File: config.mk
export PLATFORM = sky130hd
export DESIGN_NAME = px_top
export DESIGN_NICKNAME = d
export VERILOG_FILES = /design/src/source/px_pkg.sv /design/src/source/px_bus_ctl.sv /design/src/source/px_irq_phase.sv /design/src/source/px_state_seq.sv /design/src/source/px_top.sv
export VERILOG_INCLUDE_DIRS = /design/src /design/src/include
export SDC_FILE = /design/constraint.sdc
export NUM_CORES = 1
export LEC_CHECK = 0
export ABC_AREA = 1
export BUFFER_PORTS_ARGS = -buffer_cell sky130_fd_sc_hd__buf_2
export CAP_MARGIN = 20
export CORE_AREA = 10 10 125 127
export DETAILED_ROUTE_END_ITERATION = 16
export DIE_AREA = 0 0 135 137
export GPL_ROUTABILITY_DRIVEN = 0
export GPL_TIMING_DRIVEN = 0
export PLACE_DENSITY = 0.79
export SLEW_MARGIN = 20
export SYNTH_ARGS = -nofsm -noshare
export SYNTH_HDL_FRONTEND = slang
export SYNTH_HIERARCHICAL = 1
export SYNTH_SLANG_ARGS = --single-unit
File: constraint.sdc
create_clock -name got -period 3.81 [get_ports got]
set_input_delay 0.381 -clock got [delete_from_list [all_inputs] [get_ports got]]
set_output_delay 0.381 -clock got [all_outputs]
set_load 0.005 [all_outputs]
File: src/include/px_params.svh
// Control unit parameters
`ifndef PX_PARAMS_SVH
`define PX_PARAMS_SVH

// System bus widths
`define PX_ADDR_W 16		// Bus address width
`define PX_DATA_W 16		// Bus data width

// Bus cycle timeout
`define PX_ALARM_TICKS 32	// Cycles without rok/ren before ALARM

// Interrupt phase addresses
`define PX_STACK_ADDR 16'h0061	// I1 saves ic here
`define PX_STATUS_ADDR 16'h0062	// I2 saves status here
`define PX_VECTOR_BASE 16'h0040	// I3 reads base+n

// Interrupt lines
`define PX_IRQ_N 4		// Level request inputs

`endif

File: src/source/px_pkg.sv
// Control unit types
`include "px_params.svh"

package px_pkg;

	// Cycle states, as named on the state control board
	typedef enum logic [3:0] {
		S_P1     = 4'd0,	// Accept instruction
		S_K1     = 4'd1,	// Address cycle
		S_WR     = 4'd2,	// Memory read
		S_WW     = 4'd3,	// Memory write
		S_WM     = 4'd4,	// I/O transfer
		S_KC     = 4'd5,	// End of cycle
		S_I1     = 4'd6,	// Save ic
		S_I2     = 4'd7,	// Save status
		S_I3     = 4'd8,	// Read vector
		S_I4     = 4'd9,	// Vector settle
		S_I5     = 4'd10,	// Load new ic
		S_IDLE_I = 4'd11	// Abort slot of the interrupt phase
	} state_e;

	typedef enum logic [2:0] {
		OP_LW  = 3'd0,	// Load
		OP_RW  = 3'd1,	// Store
		OP_IN  = 3'd2,	// I/O input
		OP_OU  = 3'd3,	// I/O output
		OP_NOP = 3'd4
	} op_e;

	typedef enum logic [1:0] {
		BUS_READ   = 2'd0,
		BUS_WRITE  = 2'd1,
		BUS_IO_IN  = 2'd2,
		BUS_IO_OUT = 2'd3
	} bus_op_e;

	typedef enum logic [1:0] {
		STAT_OK    = 2'd0,	// Target answered
		STAT_EN    = 2'd1,	// Not available
		STAT_ALARM = 2'd2	// No answer, timed out
	} bus_stat_e;

	// Bus controller phases
	typedef enum logic [1:0] {
		PH_IDLE = 2'd0,
		PH_REQ  = 2'd1,	// zg up, waiting for zw
		PH_WAIT = 2'd2	// Strobed, waiting for answer
	} bus_ph_e;

	typedef logic [$clog2(`PX_IRQ_N)-1:0] irq_num_t;

	typedef struct packed {
		op_e                   op;
		logic [`PX_ADDR_W-1:0] addr;
		logic [`PX_DATA_W-1:0] data;
	} instr_t;

	typedef struct packed {
		bus_op_e               op;
		logic [`PX_ADDR_W-1:0] addr;
		logic [`PX_DATA_W-1:0] data;
	} bus_cmd_t;

	typedef struct packed {
		bus_stat_e             stat;
		logic [`PX_DATA_W-1:0] data;
	} bus_rsp_t;

	typedef struct packed {
		bus_op_e               op;
		logic [`PX_ADDR_W-1:0] addr;
		logic [`PX_DATA_W-1:0] data;
	} bus_cyc_t;

	typedef struct packed {
		op_e                   op;
		bus_stat_e             stat;
		logic [`PX_DATA_W-1:0] data;
		logic [`PX_ADDR_W-1:0] ic;	// Counter after the instruction
	} result_t;

	typedef struct packed {
		irq_num_t              number;
		logic [`PX_ADDR_W-1:0] ic;	// Counter to be saved in I1
	} irq_cmd_t;

endpackage

File: src/source/px_bus_ctl.sv
// System bus cycle controller
`timescale 1ns/1ps
`include "px_params.svh"

module px_bus_ctl (
	input  logic                  got,
	input  logic                  clo,
	input  px_pkg::bus_cmd_t      cmd,
	input  logic                  cmd_valid,
	output logic                  cmd_ready,
	output logic                  zg,		// Bus request
	input  logic                  zw,		// Bus grant
	output px_pkg::bus_cyc_t      bus_cyc,
	output logic                  bus_strobe,
	input  logic                  rok,
	input  logic                  ren,
	input  logic [`PX_DATA_W-1:0] rdata,
	output px_pkg::bus_rsp_t      rsp,
	output logic                  rsp_valid
);
	import px_pkg::*;

	localparam int TMR_W = $clog2(`PX_ALARM_TICKS);

	bus_ph_e          ph;
	bus_cmd_t         cur;		// Command being run
	logic [TMR_W-1:0] tmr;		// Alarm down-counter
	logic             answer;	// rok/ren while waiting
	logic             timeout;

	assign cmd_ready  = (ph == PH_IDLE);
	assign bus_strobe = (ph == PH_REQ) && zw;	// First granted cycle only
	assign answer     = (ph == PH_WAIT) && (rok || ren);	// Stray answers dropped
	assign timeout    = (ph == PH_WAIT) && !answer && (tmr == '0);
	assign bus_cyc    = '{op: cur.op, addr: cur.addr, data: cur.data};

	always_ff @(posedge got or posedge clo) begin
		if (clo) begin
			ph        <= PH_IDLE;
			zg        <= 1'b0;
			rsp_valid <= 1'b0;
			tmr       <= '0;
		end else begin
			rsp_valid <= answer || timeout;	// One-cycle pulse
			case (ph)
				PH_IDLE: begin
					if (cmd_valid) begin
						ph <= PH_REQ;
						zg <= 1'b1;
					end
				end
				PH_REQ: begin
					if (zw) begin
						ph  <= PH_WAIT;
						tmr <= TMR_W'(`PX_ALARM_TICKS - 1);	// Start alarm timer
					end
				end
				PH_WAIT: begin
					if (answer || timeout) begin
						ph <= PH_IDLE;
						zg <= 1'b0;	// Drops with rsp_valid
					end else begin
						tmr <= tmr - 1'b1;
					end
				end
				default: ph <= PH_IDLE;
			endcase
		end
	end

	// Command and response payload
	always_ff @(posedge got) begin
		if (cmd_valid && cmd_ready)
			cur <= cmd;
		if (answer) begin
			if (rok) begin
				rsp.stat <= STAT_OK;	// rok wins over ren
				rsp.data <= rdata;
			end else begin
				rsp.stat <= STAT_EN;
				rsp.data <= '0;
			end
		end else if (timeout) begin
			rsp.stat <= STAT_ALARM;
			rsp.data <= '0;
		end
	end

	a_zg_held: assert property (@(posedge got) disable iff (clo)
		zg && !rsp_valid |=> zg || rsp_valid);

	a_strobe_single: assert property (@(posedge got) disable iff (clo)
		bus_strobe |=> !bus_strobe);

endmodule

File: src/source/px_irq_phase.sv
// Interrupt latch and phase control
`timescale 1ns/1ps
`include "px_params.svh"

module px_irq_phase (
	input  logic                 got,
	input  logic                 clo,
	input  logic [`PX_IRQ_N-1:0] irq,
	input  logic                 instr_done,
	input  logic                 irq_ready,
	input  logic                 irq_done,
	input  logic                 abort_n,	// Low for one cycle on aborted phase
	input  px_pkg::state_e       state,
	input  logic [`PX_ADDR_W-1:0] ic,
	output px_pkg::irq_cmd_t     irq_cmd,
	output logic                 irq_valid
);
	import px_pkg::*;

	logic [`PX_IRQ_N-1:0] latch;	// Latched requests
	logic [`PX_IRQ_N-1:0] clr;	// Line to drop this cycle
	logic                 busy;	// Phase I1..I5 running
	logic                 finish;	// Phase over, either way
	logic                 raise;
	irq_num_t             pick;	// Highest priority line
	irq_num_t             num;	// Line offered or served

	assign finish = busy && (irq_done || !abort_n);
	assign raise  = !irq_valid && !busy && (|latch)
		&& ((state == S_P1) || instr_done);	// Only between instructions

	// Lowest index wins
	always_comb begin
		pick = '0;
		for (int i = `PX_IRQ_N - 1; i >= 0; i--) begin
			if (latch[i])
				pick = irq_num_t'(i);
		end
	end

	always_comb begin
		clr = '0;
		if (finish)
			clr[num] = 1'b1;
	end

	assign irq_cmd = '{number: num, ic: ic};	// Live counter

	always_ff @(posedge got or posedge clo) begin
		if (clo) begin
			latch     <= '0;
			busy      <= 1'b0;
			irq_valid <= 1'b0;
		end else begin
			latch <= (latch | irq) & ~clr;	// Clear wins for that cycle
			if (irq_valid && irq_ready) begin
				irq_valid <= 1'b0;
				busy      <= 1'b1;
			end else if (raise) begin
				irq_valid <= 1'b1;
			end
			if (finish)
				busy <= 1'b0;
		end
	end

	// Number frozen while offered and served
	always_ff @(posedge got) begin
		if (raise)
			num <= pick;
	end

	a_no_rise_in_phase: assert property (@(posedge got) disable iff (clo)
		$rose(irq_valid) |-> !(state inside {S_I1, S_I2, S_I3, S_I4, S_I5}));

endmodule

File: src/source/px_state_seq.sv
// Instruction cycle sequencer
`timescale 1ns/1ps
`include "px_params.svh"

module px_state_seq (
	input  logic              got,
	input  logic              clo,
	input  px_pkg::instr_t    in_instr,
	input  logic              in_valid,
	output logic              in_ready,
	output px_pkg::result_t   out_result,
	output logic              out_valid,
	input  logic              out_ready,
	output px_pkg::bus_cmd_t  cmd,
	output logic              cmd_valid,
	input  logic              cmd_ready,
	input  px_pkg::bus_rsp_t  rsp,
	input  logic              rsp_valid,
	input  px_pkg::irq_cmd_t  irq_cmd,
	input  logic              irq_valid,
	output logic              irq_ready,
	output logic              instr_done,
	output logic              irq_done,
	output px_pkg::state_e    state
);
	import px_pkg::*;

	state_e                state_nx;
	logic [`PX_ADDR_W-1:0] ic;		// Instruction counter
	logic                  cmd_issued;	// Bus cycle in flight
	logic                  bus_wait;	// State needs a bus cycle
	logic                  accept;
	logic                  take_irq;
	instr_t                instr;		// Current instruction
	irq_num_t              irq_num;		// Interrupt being served
	logic [`PX_ADDR_W-1:0] save_ic;		// ic at interrupt entry
	bus_stat_e             bus_stat;	// Last bus outcome
	logic [`PX_DATA_W-1:0] bus_data;	// Last read data, also the vector
	logic                  is_load;

	assign in_ready   = (state == S_P1) && !irq_valid;	// No fetch while irq pending
	assign irq_ready  = (state == S_P1);
	assign accept     = in_valid && in_ready;
	assign take_irq   = irq_valid && irq_ready;
	assign out_valid  = (state == S_KC);
	assign instr_done = out_valid && out_ready;
	assign irq_done   = (state == S_I5);
	assign bus_wait   = state inside {S_WR, S_WW, S_WM, S_I1, S_I2, S_I3};
	assign cmd_valid  = bus_wait && !cmd_issued;
	assign is_load    = (instr.op == OP_LW) || (instr.op == OP_IN);

	assign out_result = '{op: instr.op, stat: bus_stat,
		data: is_load ? bus_data : '0, ic: ic};

	// Bus command per state
	always_comb begin
		cmd = '{op: BUS_READ, addr: instr.addr, data: instr.data};
		case (state)
			S_WW: cmd.op = BUS_WRITE;
			S_WM: cmd.op = (instr.op == OP_IN) ? BUS_IO_IN : BUS_IO_OUT;
			S_I1: cmd = '{op: BUS_WRITE, addr: `PX_STACK_ADDR, data: save_ic};
			S_I2: cmd = '{op: BUS_WRITE, addr: `PX_STATUS_ADDR,
				data: `PX_DATA_W'(irq_num)};	// Status is the irq number
			S_I3: cmd = '{op: BUS_READ,
				addr: `PX_VECTOR_BASE + `PX_ADDR_W'(irq_num), data: '0};
			default: ;
		endcase
	end

	// Enter-state logic
	always_comb begin
		state_nx = state;
		case (state)
			S_P1: begin
				if (accept)
					state_nx = S_K1;
				else if (take_irq)
					state_nx = S_I1;
			end
			S_K1: begin
				case (instr.op)
					OP_LW:   state_nx = S_WR;
					OP_RW:   state_nx = S_WW;
					OP_IN,
					OP_OU:   state_nx = S_WM;
					default: state_nx = S_KC;	// NOP skips the bus
				endcase
			end
			S_WR, S_WW, S_WM:
				if (rsp_valid) state_nx = S_KC;	// Any outcome ends the cycle
			S_KC:
				if (out_ready) state_nx = S_P1;	// Hold result until taken
			S_I1:
				if (rsp_valid) state_nx = (rsp.stat == STAT_OK) ? S_I2 : S_IDLE_I;
			S_I2:
				if (rsp_valid) state_nx = (rsp.stat == STAT_OK) ? S_I3 : S_IDLE_I;
			S_I3:
				if (rsp_valid) state_nx = (rsp.stat == STAT_OK) ? S_I4 : S_IDLE_I;
			S_I4:     state_nx = S_I5;
			S_I5:     state_nx = S_P1;
			S_IDLE_I: state_nx = S_P1;	// Abort, ic untouched
			default:  state_nx = S_P1;
		endcase
	end

	always_ff @(posedge got or posedge clo) begin
		if (clo) begin
			state      <= S_P1;
			ic         <= '0;
			cmd_issued <= 1'b0;
		end else begin
			state <= state_nx;
			if (accept)
				ic <= ic + 1'b1;	// Count on accept
			else if (state == S_I5)
				ic <= bus_data;	// Jump to vector
			if (rsp_valid)
				cmd_issued <= 1'b0;
			else if (cmd_valid && cmd_ready)
				cmd_issued <= 1'b1;
		end
	end

	// Payload registers
	always_ff @(posedge got) begin
		if (accept)
			instr <= in_instr;
		if (take_irq) begin
			irq_num <= irq_cmd.number;
			save_ic <= irq_cmd.ic;
		end
		if (rsp_valid) begin
			bus_stat <= rsp.stat;
			bus_data <= rsp.data;
		end else if (state == S_K1) begin
			bus_stat <= STAT_OK;	// NOP result
		end
	end

	a_result_stable: assert property (@(posedge got) disable iff (clo)
		out_valid && !out_ready |=> $stable(out_result));

endmodule

File: src/source/px_top.sv
// Control unit top level
`timescale 1ns/1ps
`include "px_params.svh"

module px_top (
	input  logic                  got,
	input  logic                  clo,
	input  px_pkg::instr_t        in_instr,
	input  logic                  in_valid,
	output logic                  in_ready,
	output px_pkg::result_t       out_result,
	output logic                  out_valid,
	input  logic                  out_ready,
	input  logic [`PX_IRQ_N-1:0]  irq,
	output logic                  zg,
	input  logic                  zw,
	output px_pkg::bus_cyc_t      bus_cyc,
	output logic                  bus_strobe,
	input  logic                  rok,
	input  logic                  ren,
	input  logic [`PX_DATA_W-1:0] rdata
);
	import px_pkg::*;

	bus_cmd_t cmd;
	logic     cmd_valid;
	logic     cmd_ready;
	bus_rsp_t rsp;
	logic     rsp_valid;
	irq_cmd_t irq_cmd;
	logic     irq_valid;
	logic     irq_ready;
	logic     instr_done;
	logic     irq_done;
	logic     abort_n;
	state_e   state;

	assign abort_n = (state != S_IDLE_I);	// Abort slot decode

	px_state_seq u_seq (
		.got, .clo,
		.in_instr, .in_valid, .in_ready,
		.out_result, .out_valid, .out_ready,
		.cmd, .cmd_valid, .cmd_ready,
		.rsp, .rsp_valid,
		.irq_cmd, .irq_valid, .irq_ready,
		.instr_done, .irq_done, .state
	);

	px_irq_phase u_irq (
		.got, .clo, .irq,
		.instr_done, .irq_ready, .irq_done, .abort_n, .state,
		.ic        (out_result.ic),	// Counter rides on the result
		.irq_cmd, .irq_valid
	);

	px_bus_ctl u_bus (
		.got, .clo,
		.cmd, .cmd_valid, .cmd_ready,
		.zg, .zw, .bus_cyc, .bus_strobe,
		.rok, .ren, .rdata,
		.rsp, .rsp_valid
	);

endmodule

==> impl_metrics.json <==
{
  "yosys_warnings": 6,
  "drtIter0Drc": 529,
  "outcome": "complete, no violations",
  "postCtsSetupBuffers": 0,
  "finalCriticalPeriod_ns": 2.506,
  "cp.arrival_ns": 2.55,
  "leakage_nw": 3.858,
  "comb_power_share": 0.291,
  "swShare": 0.3400,
  "crit_path_start_kind": "flip-flop",
  "powerDensity_nw_per_um2": 710.8,
  "seq_area_frac_synth": 0.6539,
  "slew_viol_final": 0,
  "yosys.area_share.simple": 0.1870,
  "synth_async_sr_flop_share": 0.2236,
  "io_pins": 137,
  "synthAdderAreaFrac": 0.003516,
  "antennaDiodeCount": 0,
  "grt_pass1_vias": 5244,
  "via_count": 5096,
  "syn_inst": 652,
  "ys.flop_type": "edfxtp_1",
  "ys_ff_latch": 161,
  "avgSynthCellArea_um2": 10.92,
  "clock.fmax_mhz": 399.1,
  "cts_resized": 0,
  "yosys.area.top_type": "edfxtp_1",
  "reg2reg_slack_ns": 1.30,
  "rr_worst_depth": 9,
  "via_per_inst": 5.111,
  "clock_latency_ns": 0.42,
  "grt_max_degree": 45,
  "fin_tns_setup_ns": 0,
  "rsz0062_at_grt": "no",
  "synth_area_leaders": "edfxtp_1 53%, dfrtp_1 13%, nand2_1 6.2%",
  "area.growth.synth_to_final_pct": 20.86,
  "clockRootBuffer": "clkbuf_16",
  "synth_compound_area_frac": 0.05959,
  "cts_inserted_buffers": 17,
  "worstHoldPathType": "in -> reg",
  "cts.sinks": 161,
  "r2r_end": "u_bus/bus_cyc[31]",
  "synth_edf_count": 125,
  "grt_overflow": 0,
  "cts_buffer_depth": 2,
  "grt_usage": 0.1786,
  "drv_cap": 0,
  "antenna_found_initial": 0,
  "synthDistinctLibCells": 39,
  "finalSetupViolCount": 0,
  "syn_nets": 716,
  "synth_xor_area_frac": 0.006152,
  "die_x_um": 135,
  "finalClockSkew_ns": 0.01041,
  "slew_headroom": 0.3827,
  "core.rowCount": 42,
  "start_util": 0.5440,
  "post-route-period-util": 0.6577,
  "startpoint": "u_seq/state[1]",
  "power_frac_clock": 0.267,
  "critPathKind": "reg -> reg",
  "grt_pass1_wl_um": 25790,
  "critPathCaptureType": "flip-flop",
  "synth.mux.area_fraction": 0,
  "routed_wl_um": 16070,
  "nNetsFinal": 872,
  "ir_drop_uv": 427.8,
  "drc_errors": 0,
  "dieArea_um2": 18500,
  "path_clk_slew_ns": 0.06,
  "power.total_mw": 6.115,
  "finalHoldViolations": 0,
  "worstPathMaxFanout": 35,
  "synthesis.area_um2": 7118,
  "crit_required_ns": 3.85,
  "rr_startpoint": "u_seq/state[1]",
  "yosysMostFrequentCell": "edfxtp_1",
  "p_int_mw": 4.036,
  "htreeDepth": 4,
  "seq_power_share": 0.441,
  "tightest_slew_ns": 0.9249,
  "cts_tree": "built",
  "synth_top_cells_by_count": "125 x edfxtp_1, 117 x nand2_1, 97 x inv_1, 77 x nor2_1, 38 x nand3_1",
  "io_buffers": 136,
  "core_area_um2": 13090,
  "synth_top_family_by_area": "simple AND/OR/NAND/NOR gates",
  "firstDrtPassIters": 6,
  "cp-endpoint": "u_bus/bus_cyc[31]",
  "drive_above_1_share": 0.3057,
  "yosysTopAreaCellShare": 0.5273,
  "ant_nets": 0,
  "hpwl_um": 11930,
  "wl_per_cell_um": 16.12,
  "switchingPower_mw": 2.079,
  "die_h_um": 137
}
## state kept, by name, indices dropped and copies added (netlist names), 2 cells and up
register and cells:
u_irq/latch 4, u_bus/ph 2, u_seq/save_ic 16, u_seq/ic 16, u_bus/bus_cyc 34, u_seq/irq_num 2, u_seq/bus_stat 2, u_seq/state 4
u_seq/instr 32, u_bus/rsp 18, u_bus/tmr 5, u_seq/out_result 3, u_irq/num 2, u_seq/bus_data 16
## critical path, stage by stage (launching register included)
cell	delay [ns]
dfrtp_1	0.40
buf_4	0.19
inv_4	0.08
nand2_1	0.07
nor2_1	0.21
nor2_4	0.07
buf_2	0.21
a21oi_1	0.17
nand2_1	0.10
inv_2	0.59
## power by group through the flow
stage / registers (mW) / clock network (mW) / logic, mW
5_1_grt: 2.75 / 1.74 / 2.01
6_report: 2.70 / 1.64 / 1.78
3_3_place_gp: 2.72 / 0 / 1.70
2_1_floorplan: 2.65 / 0 / 1.24
4_1_cts: 2.70 / 1.66 / 1.79
3_5_place_dp: 2.73 / 0 / 1.77
## worst min path at each step
stage / from / end / slack (ns) / cells after the start
final: in_instr[17] / u_seq/instr[17] / 0.13 / 1
after global routing: in_instr[17] / u_seq/instr[17] / 0.11 / 1
after CTS: in_instr[16] / u_seq/instr[16] / 0.11 / 1
after detailed placement: clo / u_irq/irq_valid / 0.34 / 2
after global placement: clo / u_irq/irq_valid / 0.34 / 2
after floorplan: clo / u_irq/busy / 0.17 / 1
## timing repair
item                                    in CTS  in global routing
endpoints found under the setup margin       0                  0
hold buffers                                 1                  0
hold endpoints to repair                    15                  0
## cell usage in the layout, fill, tap and decap left out, drive strengths merged, types with 8 or more instances in the layout
cell / netlist / final
nand2: 125 / 125
buf: 30 / 166
edfxtp: 125 / 125
dfrtp: 36 / 36
nand3: 40 / 40
o21ai: 22 / 22
inv: 105 / 106
a32o: 14 / 14
nor2: 107 / 107
clkinv: 0 / 8
a21oi: 9 / 9
clkbuf: 3 / 22
## metal layers
| layer | vias up | wire, um | track usage |
|---|---|---|---|
| li1 | 2443 | - | - |
| met1 | 2373 | 6546 | 0.2098 |
| met2 | 250 | 7760 | 0.2933 |
| met3 | 30 | 1457 | 0.05792 |
| met4 | 0 | 304 | 0.08254 |
| met5 | - | 0 | 0 |
## metrics by stage
step / instance area, um2 / setup slack [ns] / hold WS, ns / instances / util
final: 8603 / 1.304 / 0.1281 / 997 / 0.6575
after detailed placement: 8021 / 1.314 / 0.3445 / 964 / 0.6130
after global placement: 8019 / 0.9177 / 0.3374 / 964 / 0.6128
after CTS: 8603 / 1.293 / 0.1119 / 997 / 0.6575
after floorplan: 7118 / 1.438 / 0.1720 / 652 / -
after global routing: 8603 / 1.121 / 0.1056 / 997 / 0.6575
## final cells by class
cell class / instances / area (um2)
Timing Repair Buffer: 137 / 690.7
Sequential cell: 161 / 4654
Tap cell: 176 / 220.2
Fill cell: 985 / 4482
Buffer: 33 / 242.7
Clock inverter: 13 / 138.9
Multi-Input combinational cell: 353 / 1827
Inverter: 105 / 396.6
Clock buffer: 19 / 432.9
## kinds of logic after synthesis
family	Yosys count
xor gates and xnor gates	5
adders and majority gates	2
DFF	161
AOI/OAI and AO/OA	60
buffers and inverters	138
and+or+nand+nor	286
Power figures use the tool's default switching activity.
